===== src/design/adpcm_pkg.sv =====
// ================================================
// Shared definitions of the ADPCM sample memory path
// Sample memory geometry and download index range
// Download bundle, memory commands and response
// Fetch address union and read owner encoding
// ================================================
`default_nettype none

package adpcm_pkg;

	// ================================================
	// Sample memory geometry
	// ================================================

	// Byte address into 32 MB of sample memory
	localparam int SAMPLE_ADDR_W = 25;
	// Memory is 16 bits wide
	localparam int WORD_ADDR_W = 24;

	// Sound chip address widths
	localparam int A_ADDR_W = 20;
	localparam int A_BANK_W = 4;
	localparam int B_ADDR_W = 24;

	// Sample ROMs occupy download indices 16 to 63
	localparam logic [7:0] INDEX_VROM_FIRST = 8'd16;
	localparam logic [7:0] INDEX_VROM_END = 8'd64;
	// Each index owns one 512 KB slot
	localparam int VROM_SLOT_SHIFT = 19;

	// ================================================
	// Bundles
	// ================================================

	// Downloader side, addr is a byte address
	typedef struct packed {
		logic                     download;
		logic                     wr;
		logic [SAMPLE_ADDR_W-1:0] addr;
		logic [7:0]               index;
		logic [15:0]              data;
	} ioctl_t;

	// Write toward memory, req is a toggle
	typedef struct packed {
		logic                   req;
		logic [WORD_ADDR_W-1:0] addr;
		logic [15:0]            data;
	} mem_wr_cmd_t;

	// Read toward memory, req is a toggle
	typedef struct packed {
		logic                   req;
		logic [WORD_ADDR_W-1:0] addr;
	} mem_rd_cmd_t;

	// Ack toggles follow the request toggles
	typedef struct packed {
		logic        wr_ack;
		logic        rd_ack;
		logic [15:0] rd_data;
	} mem_rsp_t;

	// Channel A form
	typedef struct packed {
		logic                pad;
		logic [A_BANK_W-1:0] bank;
		logic [A_ADDR_W-1:0] addr;
	} fetch_a_t;

	// Channel B form, region picks the upper 16 MB
	typedef struct packed {
		logic                region;
		logic [B_ADDR_W-1:0] addr;
	} fetch_b_t;

	// Latched 25-bit byte address seen by either channel
	typedef union packed {
		fetch_a_t a_view;
		fetch_b_t b_view;
	} fetch_addr_u;

	// Owner of the read in flight
	typedef enum logic [1:0] {
		CHAN_NONE,
		CHAN_A,
		CHAN_B
	} chan_sel_e;

endpackage

`default_nettype wire


===== src/design/adpcm_channel.sv =====
// ================================================
// One sound chip sample channel
// Read enable falling edge detection
// Pending request flag and returned byte register
// ================================================
`timescale 1ns/100ps
`default_nettype none

module adpcm_channel
(
	input  wire        clk_sys,
	input  wire        nBNKB,
	// Active-low ROM read enable from the sound chip
	input  wire        roe_n,
	// Arbiter takes the pending request
	input  wire        grant,
	// Read for this channel has finished
	input  wire        done,
	input  wire  [7:0] done_byte,
	output logic       pending,
	output logic [7:0] data
);

	// Read enable history, newest sample in bit 0
	logic [1:0] roe_sr;
	// High for one cycle after roe_n has gone low
	logic       roe_fall;

	// Old sample high and new sample low
	assign roe_fall = roe_sr[1] & ~roe_sr[0];

	// ================================================
	// Edge detect and request flag
	// ================================================

	always_ff @(posedge clk_sys or negedge nBNKB)
	begin
		if (!nBNKB)
		begin
			// Idle level of roe_n, no edge out of reset
			roe_sr  <= 2'b11;
			pending <= 1'b0;
		end
		else
		begin
			roe_sr <= {roe_sr[0], roe_n};

			// Set on a new edge, clear when granted
			// An edge while still pending merges into the same read
			// An edge in the grant cycle starts a fresh request
			pending <= roe_fall | (pending & ~grant);
		end
	end

	// ================================================
	// Sample byte
	// ================================================

	// Holds the last fetched byte until the next read ends
	always_ff @(posedge clk_sys or negedge nBNKB)
	begin
		if (!nBNKB)
			data <= 8'h00;
		else if (done)
			data <= done_byte;
	end

endmodule

`default_nettype wire


===== src/design/adpcm_fetch_arbiter.sv =====
// ================================================
// Sample read arbiter for channels A and B
// Priority grant with one read in flight
// Fetch address latch and read request toggle
// Ack register and byte select on completion
// ================================================
`timescale 1ns/100ps
`default_nettype none

module adpcm_fetch_arbiter
(
	input  wire                           clk_sys,
	input  wire                           nBNKB,
	input  wire                           a_pending,
	input  wire                           b_pending,
	input  wire [adpcm_pkg::A_ADDR_W-1:0] a_addr,
	input  wire [adpcm_pkg::A_BANK_W-1:0] a_bank,
	input  wire [adpcm_pkg::B_ADDR_W-1:0] b_addr,
	// Selects the lower or upper half for channel B
	input  wire                           use_pcm,
	input  wire adpcm_pkg::mem_rsp_t      rsp,
	output logic                          a_grant,
	output logic                          b_grant,
	output logic                          a_done,
	output logic                          b_done,
	output logic [7:0]                    done_byte,
	output adpcm_pkg::mem_rd_cmd_t        rd
);
	import adpcm_pkg::*;

	chan_sel_e   owner;
	fetch_addr_u fetch_addr;
	logic        rd_req;
	logic        rd_ack_q;
	logic [15:0] rd_data_q;
	logic        idle;
	logic        rd_match;

	// ================================================
	// Grant and completion
	// ================================================

	assign idle = (owner == CHAN_NONE);

	// B first, it may run faster than A
	assign b_grant = idle & b_pending;
	assign a_grant = idle & a_pending & ~b_pending;

	// Read is over once the registered ack catches up
	assign rd_match = (rd_ack_q == rd_req);
	assign a_done   = (owner == CHAN_A) & rd_match;
	assign b_done   = (owner == CHAN_B) & rd_match;

	// Low address bit picks the byte within the word
	assign done_byte = fetch_addr[0] ? rd_data_q[15:8] : rd_data_q[7:0];

	// Word address drops the byte select bit
	assign rd = '{req: rd_req, addr: fetch_addr[SAMPLE_ADDR_W-1:1]};

	always_ff @(posedge clk_sys or negedge nBNKB)
	begin
		if (!nBNKB)
		begin
			owner    <= CHAN_NONE;
			rd_req   <= 1'b0;
			rd_ack_q <= 1'b0;
		end
		else
		begin
			rd_ack_q <= rsp.rd_ack;

			if (b_grant)
			begin
				owner  <= CHAN_B;
				rd_req <= ~rd_req;
			end
			else if (a_grant)
			begin
				owner  <= CHAN_A;
				rd_req <= ~rd_req;
			end
			else if (a_done | b_done)
				owner <= CHAN_NONE;
		end
	end

	// ================================================
	// Address latch and read data
	// ================================================

	always_ff @(posedge clk_sys)
	begin
		// Sampled together with the ack
		rd_data_q <= rsp.rd_data;

		// Address held stable for the whole read
		if (b_grant)
			fetch_addr.b_view <= '{region: ~use_pcm, addr: b_addr};
		else if (a_grant)
			fetch_addr.a_view <= '{pad: 1'b0, bank: a_bank, addr: a_addr};
	end

endmodule

`default_nettype wire


===== src/design/adpcm_fetch_top.sv =====
// ================================================
// ADPCM sample memory path top level
// Two channels, the read arbiter and the loader
// ================================================
`timescale 1ns/100ps
`default_nettype none

module adpcm_fetch_top
(
	input  wire                           clk_sys,
	input  wire                           nBNKB,
	// Downloader
	input  wire adpcm_pkg::ioctl_t        ioctl,
	output logic                          ioctl_wait,
	// External memory
	output adpcm_pkg::mem_wr_cmd_t        mem_wr,
	output adpcm_pkg::mem_rd_cmd_t        mem_rd,
	input  wire adpcm_pkg::mem_rsp_t      mem_rsp,
	// Sound chip
	input  wire                           a_roe_n,
	input  wire [adpcm_pkg::A_ADDR_W-1:0] a_addr,
	input  wire [adpcm_pkg::A_BANK_W-1:0] a_bank,
	input  wire                           b_roe_n,
	input  wire [adpcm_pkg::B_ADDR_W-1:0] b_addr,
	input  wire                           use_pcm,
	output logic [7:0]                    a_data,
	output logic [7:0]                    b_data
);

	logic       a_pending;
	logic       b_pending;
	logic       a_grant;
	logic       b_grant;
	logic       a_done;
	logic       b_done;
	// Shared by both channels, only the owner loads it
	logic [7:0] done_byte;

	// Channel A
	adpcm_channel u_chan_a (
		.clk_sys(clk_sys), .nBNKB(nBNKB),
		.roe_n(a_roe_n),
		.grant(a_grant), .done(a_done), .done_byte(done_byte),
		.pending(a_pending), .data(a_data)
	);

	// Channel B
	adpcm_channel u_chan_b (
		.clk_sys(clk_sys), .nBNKB(nBNKB),
		.roe_n(b_roe_n),
		.grant(b_grant), .done(b_done), .done_byte(done_byte),
		.pending(b_pending), .data(b_data)
	);

	adpcm_fetch_arbiter u_arbiter (
		.clk_sys(clk_sys), .nBNKB(nBNKB),
		.a_pending(a_pending), .b_pending(b_pending),
		.a_addr(a_addr), .a_bank(a_bank), .b_addr(b_addr),
		.use_pcm(use_pcm),
		.rsp(mem_rsp),
		.a_grant(a_grant), .b_grant(b_grant),
		.a_done(a_done), .b_done(b_done),
		.done_byte(done_byte),
		.rd(mem_rd)
	);

	// Write side only needs the write ack
	sample_load_ctrl u_loader (
		.clk_sys(clk_sys), .nBNKB(nBNKB),
		.ioctl(ioctl),
		.wr_ack(mem_rsp.wr_ack),
		.wr(mem_wr),
		.ioctl_wait(ioctl_wait)
	);

endmodule

`default_nettype wire


===== src/design/sample_load_ctrl.sv =====
// ================================================
// Sample ROM download to external memory
// Index range filter and slot address computation
// Write request toggle and downloader wait
// ================================================
`timescale 1ns/100ps
`default_nettype none

module sample_load_ctrl
(
	input  wire                     clk_sys,
	input  wire                     nBNKB,
	input  wire adpcm_pkg::ioctl_t  ioctl,
	// Write ack toggle from memory
	input  wire                     wr_ack,
	output adpcm_pkg::mem_wr_cmd_t  wr,
	output logic                    ioctl_wait
);
	import adpcm_pkg::*;

	logic                     in_range;
	logic                     pcm_loading;
	logic                     accept;
	logic                     dl_q;
	logic                     wr_req;
	logic                     wr_ack_q;
	logic [7:0]               slot_idx;
	logic [SAMPLE_ADDR_W-1:0] slot_base;
	logic [SAMPLE_ADDR_W-1:0] load_addr;
	logic [WORD_ADDR_W-1:0]   wr_addr;
	logic [15:0]              wr_data;

	// Only sample ROM indices go to this memory
	assign in_range    = (ioctl.index >= INDEX_VROM_FIRST) && (ioctl.index < INDEX_VROM_END);
	assign pcm_loading = ioctl.download & in_range;
	assign accept      = pcm_loading & ioctl.wr;

	// Each index starts a new 512 KB slot
	assign slot_idx  = ioctl.index - INDEX_VROM_FIRST;
	assign slot_base = SAMPLE_ADDR_W'(slot_idx) << VROM_SLOT_SHIFT;
	assign load_addr = ioctl.addr + slot_base;

	assign wr = '{req: wr_req, addr: wr_addr, data: wr_data};

	always_ff @(posedge clk_sys or negedge nBNKB)
	begin
		if (!nBNKB)
		begin
			dl_q       <= 1'b0;
			wr_req     <= 1'b0;
			wr_ack_q   <= 1'b0;
			ioctl_wait <= 1'b0;
		end
		else
		begin
			dl_q     <= pcm_loading;
			wr_ack_q <= wr_ack;

			// End of the sample download releases the downloader
			if (dl_q & ~pcm_loading)
				ioctl_wait <= 1'b0;
			else if (accept)
			begin
				// Toggle continues across downloads
				wr_req     <= ~wr_req;
				ioctl_wait <= 1'b1;
			end
			else if (ioctl_wait && (wr_ack_q == wr_req))
				ioctl_wait <= 1'b0;
		end
	end

	// Word address and data held until the next accepted write
	always_ff @(posedge clk_sys)
	begin
		if (accept)
		begin
			wr_addr <= load_addr[SAMPLE_ADDR_W-1:1];
			wr_data <= ioctl.data;
		end
	end

endmodule

`default_nettype wire


===== config.mk =====
export PLATFORM = sky130hd
export DESIGN_NAME = adpcm_fetch_top
export DESIGN_NICKNAME = d
export VERILOG_FILES = /design/src/design/adpcm_pkg.sv /design/src/design/adpcm_channel.sv /design/src/design/adpcm_fetch_arbiter.sv /design/src/design/adpcm_fetch_top.sv /design/src/design/sample_load_ctrl.sv
export SDC_FILE = /design/constraint.sdc
export NUM_CORES = 1
export LEC_CHECK = 0
export ABC_CLOCK_PERIOD_IN_PS = 3300
export BUFFER_PORTS_ARGS = -buffer_cell sky130_fd_sc_hd__buf_2
export CORE_MARGIN = 2
export CORE_UTILIZATION = 30
export DETAILED_ROUTE_END_ITERATION = 10
export MAX_ROUTING_LAYER = met4
export PLACE_DENSITY = 0.59
export SYNTH_ARGS = -nofsm -noshare
export SYNTH_HDL_FRONTEND = slang
export SYNTH_SLANG_ARGS = --single-unit

===== constraint.sdc =====
create_clock -name clk_sys -period 3.3 [get_ports clk_sys]
set_input_delay 0.66 -clock clk_sys [delete_from_list [all_inputs] [get_ports clk_sys]]
set_output_delay 0.66 -clock clk_sys [all_outputs]
set_load 0.05 [all_outputs]

# Yosys cells after proc, flatten, opt, wreduce, memory -nomap -nowiden

Index checks and enable logic that the tools add are counted.

Bits of input ports: 122
Register bits: 111
Word-level logic and storage cells: 68
Output and inout port bits: 83

Bitwise gates (word level): 25
Multiplexer cells: 11
Add/sub/neg operators: 2
Equal/unequal tests: 4
Reductions and logical operators: 7
Magnitude comparators: 2

Operators with widths:

| operator                                                                            | count |
|---|---|
| 25-bit two-way mux                                                                  | 2 |
| 25-bit adder                                                                        | 1 |
| 1-bit AND                                                                           | 12 |
| 1-bit inverter                                                                      | 10 |
| 8-bit by 5-bit greater-or-equal comparator with 1-bit output, second input constant | 1 |
| 8-bit by 7-bit less-than comparator with 1-bit output, second input constant        | 1 |
| 8-bit two-way mux                                                                   | 1 |
| 2-bit two-way mux                                                                   | 3 |
| 3-bit nonzero test                                                                  | 2 |
| 6-bit by 5-bit subtractor with 6-bit output, second input constant                  | 1 |
| 1-bit two-way mux                                                                   | 5 |
| 1-bit bitwise OR                                                                    | 3 |
| 1-bit equality test                                                                 | 2 |
| 2-bit by 1-bit equality test with 1-bit output, second input constant               | 1 |
| 2-bit equality test, second input constant                                          | 1 |
| 1-bit logical AND                                                                   | 2 |
| 2-bit zero test                                                                     | 1 |
| 2-bit AND reduction                                                                 | 1 |
| 2-bit nonzero test                                                                  | 1 |

# Longest topological paths before layout

Word-level depth: 7
Depth in mapped cells: 6
Mapped depth without buffers: 6

# Hierarchy

Synthesis repeated with hierarchy kept, for this count alone.

Cell total of the unflattened synthesis: 244
Area total of the unflattened synthesis: 4,372.9 sq um

Modules (own cells, without submodules):

| module              | cells an instance | area each (sq um) | instances | sequential area each (sq um) |
|---|---|---|---|---|
| adpcm_fetch_arbiter | 120               | 1,909.3           | 1         | 1,171.1 |
| sample_load_ctrl    | 78                | 1,617.8           | 1         | 1,301.2 |
| adpcm_channel       | 23                | 422.9             | 2         | 277.8 |

# Worst setup path after synthesis

Ideal clock, no wire load.

Path kind: in2reg
Start: input port ioctl[20] (netlist name)
End: register u_loader.wr_addr[0] (enable)
Cell stages on the path: 5
Arrival: 2,255 ps
Setup time: 403 ps
Buffers on the path: 0
Data required time: 2,897 ps
Slack: 642 ps
Cells stage by stage: inv_1 > ha_1 > nor4b_1 > a21o_1 > and2_1

Longest elaborated chain between the ends: 4
Elaborated cells between the ends (all ways): 5
Those cells by class: order compare (2); bitwise (2); reduce/logical (1)

RTL lines:

| what                                                                                                                                         | line                   | source |
|---|---|---|
| start: declaration                                                                                                                           | adpcm_fetch_top.sv:13  | `input wire adpcm_pkg::ioctl_t ioctl,` |
| 8-bit by 5-bit greater-or-equal comparator with 1-bit output / 8-bit by 7-bit less-than comparator with 1-bit output (equally long branches) | sample_load_ctrl.sv:34 | `assign in_range = (ioctl.index >= INDEX_VROM_FIRST) && (ioctl.index < INDEX_VROM_END);` |
| 1-bit logical AND *                                                                                                                          | sample_load_ctrl.sv:34 |  |
| 1-bit AND *                                                                                                                                  | sample_load_ctrl.sv:35 | `assign pcm_loading = ioctl.download & in_range;` |
| via u_loader.pcm_loading                                                                                                                     | sample_load_ctrl.sv:22 | `logic pcm_loading;` |
| 1-bit AND *                                                                                                                                  | sample_load_ctrl.sv:36 | `assign accept = pcm_loading & ioctl.wr;` |
| via u_loader.accept                                                                                                                          | sample_load_ctrl.sv:23 | `logic accept;` |
| end signal: assignment                                                                                                                       | sample_load_ctrl.sv:78 | `wr_addr <= load_addr[SAMPLE_ADDR_W-1:1];` |
| end: declaration                                                                                                                             | sample_load_ctrl.sv:30 | `logic [WORD_ADDR_W-1:0] wr_addr;` |

The timed path passes the listed nets; every way through them passes the cells marked *.
A chain may end at the register's enable or synchronous reset.

# Worst setup path after layout

Start: input port ioctl[20] (netlist name)
End: register u_loader.wr_addr[3] (enable)

The elaborated chain is that of the path after synthesis.

==> metrics.cfg <==
[global_route]
grt_pass1_vias = 2768
grt-ovfl-total = 0
grt_pass1_wl_mm = 13.4
gr-usage-all-layers_pct = 12.3
grt_max_degree = 42
antenna_found_initial = 0

[power]
power_frac_seq_pct = 40.8
p_switching_w = 0.00210
peakVddDrop_uv = 417
powerDensity_mw_per_mm2 = 910
cellLeakagePower_nw = 2.54
swShare_pct = 42.0
clkPwrFrac_pct = 20.7
combPwrFrac_pct = 38.5
p_int_w = 0.00290

[detailed_routing]
drt-initial-drc-count = 173
num_vias = 2841
viasPerCell = 4.20
antenna_left = 0
routed_wl_mm = 9.04
drt_first_pass_iters = 4
drc_errors = 0
wire_per_inst_um = 13.3

[timing]
period_share_pct = 60.9
setup_viol = 0
hold_viol = 0
rsz0062_at_grt = no
drv_slew = 0
worst_pin_slew_ns = 0.909
max_clock_freq_ghz = 0.497
finalClockSkew_ns = 0.0103
fin_ws_ns = 1.29
setup_tns_ns = 0
fin_crit_ns = 2.01
relSlewSlack_pct = 39.2

[floorplanning]
rows = 43
start_util_pct = 30.4
die_h_um = 122
coreArea_mm2 = 0.0138
die_x_um = 122
ios = 205
fp.dieArea_mm2 = 0.0149

[setup_path]
crit_chain = buf_2, inv_1, ha_1, nor4b_1, a21o_1, and2_2, buf_4
crit_path_top_delay_cell = buf_4
path_class = in2reg
critPathLaunchType = input port
end_kind = flip-flop
slowest_delay_ns = 0.44
cp_data_arrival_time_ns = 1.99
crit_fanout = 41
crit_required_ns = 3.28

[synth]
syn_area_per_cell_um2 = 13.5
async_flop_share_pct = 27.0
yosysWarnings = 0
yosys-top-cells-count = nand2_1 (76), edfxtp_1 (65), buf_4 (26), dfrtp_1 (26), a21oi_1 (19)
synth_nets = 440
synth_seq_cells = 111
synth-seq-area-share_pct = 72.2
synth_ff_type = edfxtp_1
netlist.area_leader.share_pct = 46.6
yosysTopAreaCell = edfxtp_1
yosysMostFrequentCell = nand2_1
synth_cell_types = 30
synthTopCellsByArea = edfxtp_1 (47%), dfrtp_1 (16%), dfxtp_1 (7.6%)
synth_area_mm2 = 0.00419
synthCells = 310
synth_edf_count = 65

[clock_tree]
cts_made_buffers = 9
h-tree-depth = 3
cts_sinks = 111
cts_resized = 0
postCtsHoldBufs = 0
cts_tree = done
clockBufferDepth = 2
clkTransAtPathRegs_ns = 0.07
clock_latency_ns = 0.34
cts_root_buf = clkbuf_16
postCtsSetupRepairBufs = 0

[final_layout]
drive_gt1_share_pct = 45.5
final_nets = 622
diodes = 0
syn_to_final_growth_pct = 31.0

[placed_design]
gp_congestion = 0.669
post-dp-hpwl_mm = 6.64
place_ws_ns = 0.930
port_buffers = 203

[job]
cap_viol_max_count = 0

[outcome]
outcome = finished clean

[hold_path]
hold_path_class = in2async

[metal layers]
metal  track usage (%)  part of all wire [%]  up-vias
li1                  -                     -     1392
met1              14.2                    42     1324
met2              19.7                    50      115
met3              3.49                   6.5       10
met4              5.82                   1.4        0
met5                 -                     0        -
[power by group through the flow]
stage / clock network [W] / registers (W) / logic (W)
final: 0.00103 / 0.00204 / 0.00192
after floorplan: 0 / 0.00242 / 0.00131
after CTS: 0.00109 / 0.00205 / 0.00195
after detailed placement: 0 / 0.00207 / 0.00195
after global placement: 0 / 0.00206 / 0.00193
after global routing: 0.00114 / 0.00208 / 0.00207
[flip-flops by register name, indices dropped and copies added (netlist names), 2 cells and up]
signal and cells:
u_chan_a.roe_sr 2, u_chan_b.roe_sr 2, u_loader.wr_addr 24, u_chan_a.data 8
u_chan_b.data 8, u_loader.wr_data 16, u_arbiter.rd_data_q 16, u_arbiter.fetch_addr 25
u_arbiter.owner 2
[through the flow]
stage | hold slack, ns | power, W | instance area (um^2) | util, % | instances
final | 0.353 | 0.00500 | 5490 | 39.9 | 677
after global routing | 0.364 | 0.00529 | 5490 | 39.9 | 677
after CTS | 0.363 | 0.00509 | 5490 | 39.9 | 677
after detailed placement | 0.358 | 0.00403 | 5200 | 37.8 | 661
after global placement | 0.357 | 0.00399 | 5200 | 37.8 | 661
after floorplan | 0.352 | 0.00373 | 4190 | - | 310
[placed cells by master, fill, tap and decap left out, types with 4 or more instances in the layout]
cell and instances:
nor2_1 18, xnor2_1 4, buf_2 203, nand2_1 76, dfrtp_1 26, dfstp_2 4, o21ai_0 6, mux2i_1 8
xor2_1 4, edfxtp_1 65, clkbuf_16 10, a21oi_1 19, dfxtp_1 16, ha_1 7, inv_1 5
[cells by family (layout without fill, tap and decap cells)]
| logic type | count (synthesis) | count (layout) | synth area share (%) |
|---|---|---|---|
| XOR/XNOR | 9 | 9 | 2.06 |
| flip-flops | 111 | 111 | 72.2 |
| adder cells (fa/ha/maj) | 8 | 8 | 2.57 |
| buffers and inverters | 38 | 225 | 6.24 |
| multiplexers | 8 | 8 | 1.91 |
| AND/OR/NAND/NOR | 103 | 103 | 10.6 |
| AO/OA/AOI/OAI | 33 | 33 | 4.45 |
[layout make-up]
class                      count  area (um^2)
timing repair buffer         205         1030
sequential                   111         3030
inverter                       4         15.0
tap                          180          225
multi-input combinational    161          905
fill                        1372         8280
clock buffer                  13          272
clock inverter                 3         17.5
[worst paths after layout]
path / startpoint / to / slack (ns) / cells after the start
max: ioctl[20] / u_loader.wr_addr[3]$_DFFE_PP_ / 1.29 / 7
min: nBNKB / u_chan_a.data[2]$_DFFE_PN0P_ / 0.35 / 1
max reg2reg: u_arbiter.owner[1]$_DFFE_PN0P_ / u_arbiter.fetch_addr[1]$_DFFE_PP_ / 1.42 / 4
min reg2reg: u_chan_a.roe_sr[0]$_DFF_PN1_ / u_chan_a.roe_sr[1]$_DFF_PN1_ / 0.36 / 0
max in group asynchronous: nBNKB / u_chan_b.data[5]$_DFFE_PN0P_ / 2.51 / 1
min in group clk_sys: u_chan_a.roe_sr[0]$_DFF_PN1_ / u_chan_a.roe_sr[1]$_DFF_PN1_ / 0.36 / 0
[critical path, delay by kind of cell]
family | cells | cell delay, ns
AOI/OAI and AO/OA | 1 | 0.15
adders and majority gates | 1 | 0.19
buffers and inverters | 3 | 0.58
and+or+nand+nor | 2 | 0.38
(Power assumes the default switching activity.)
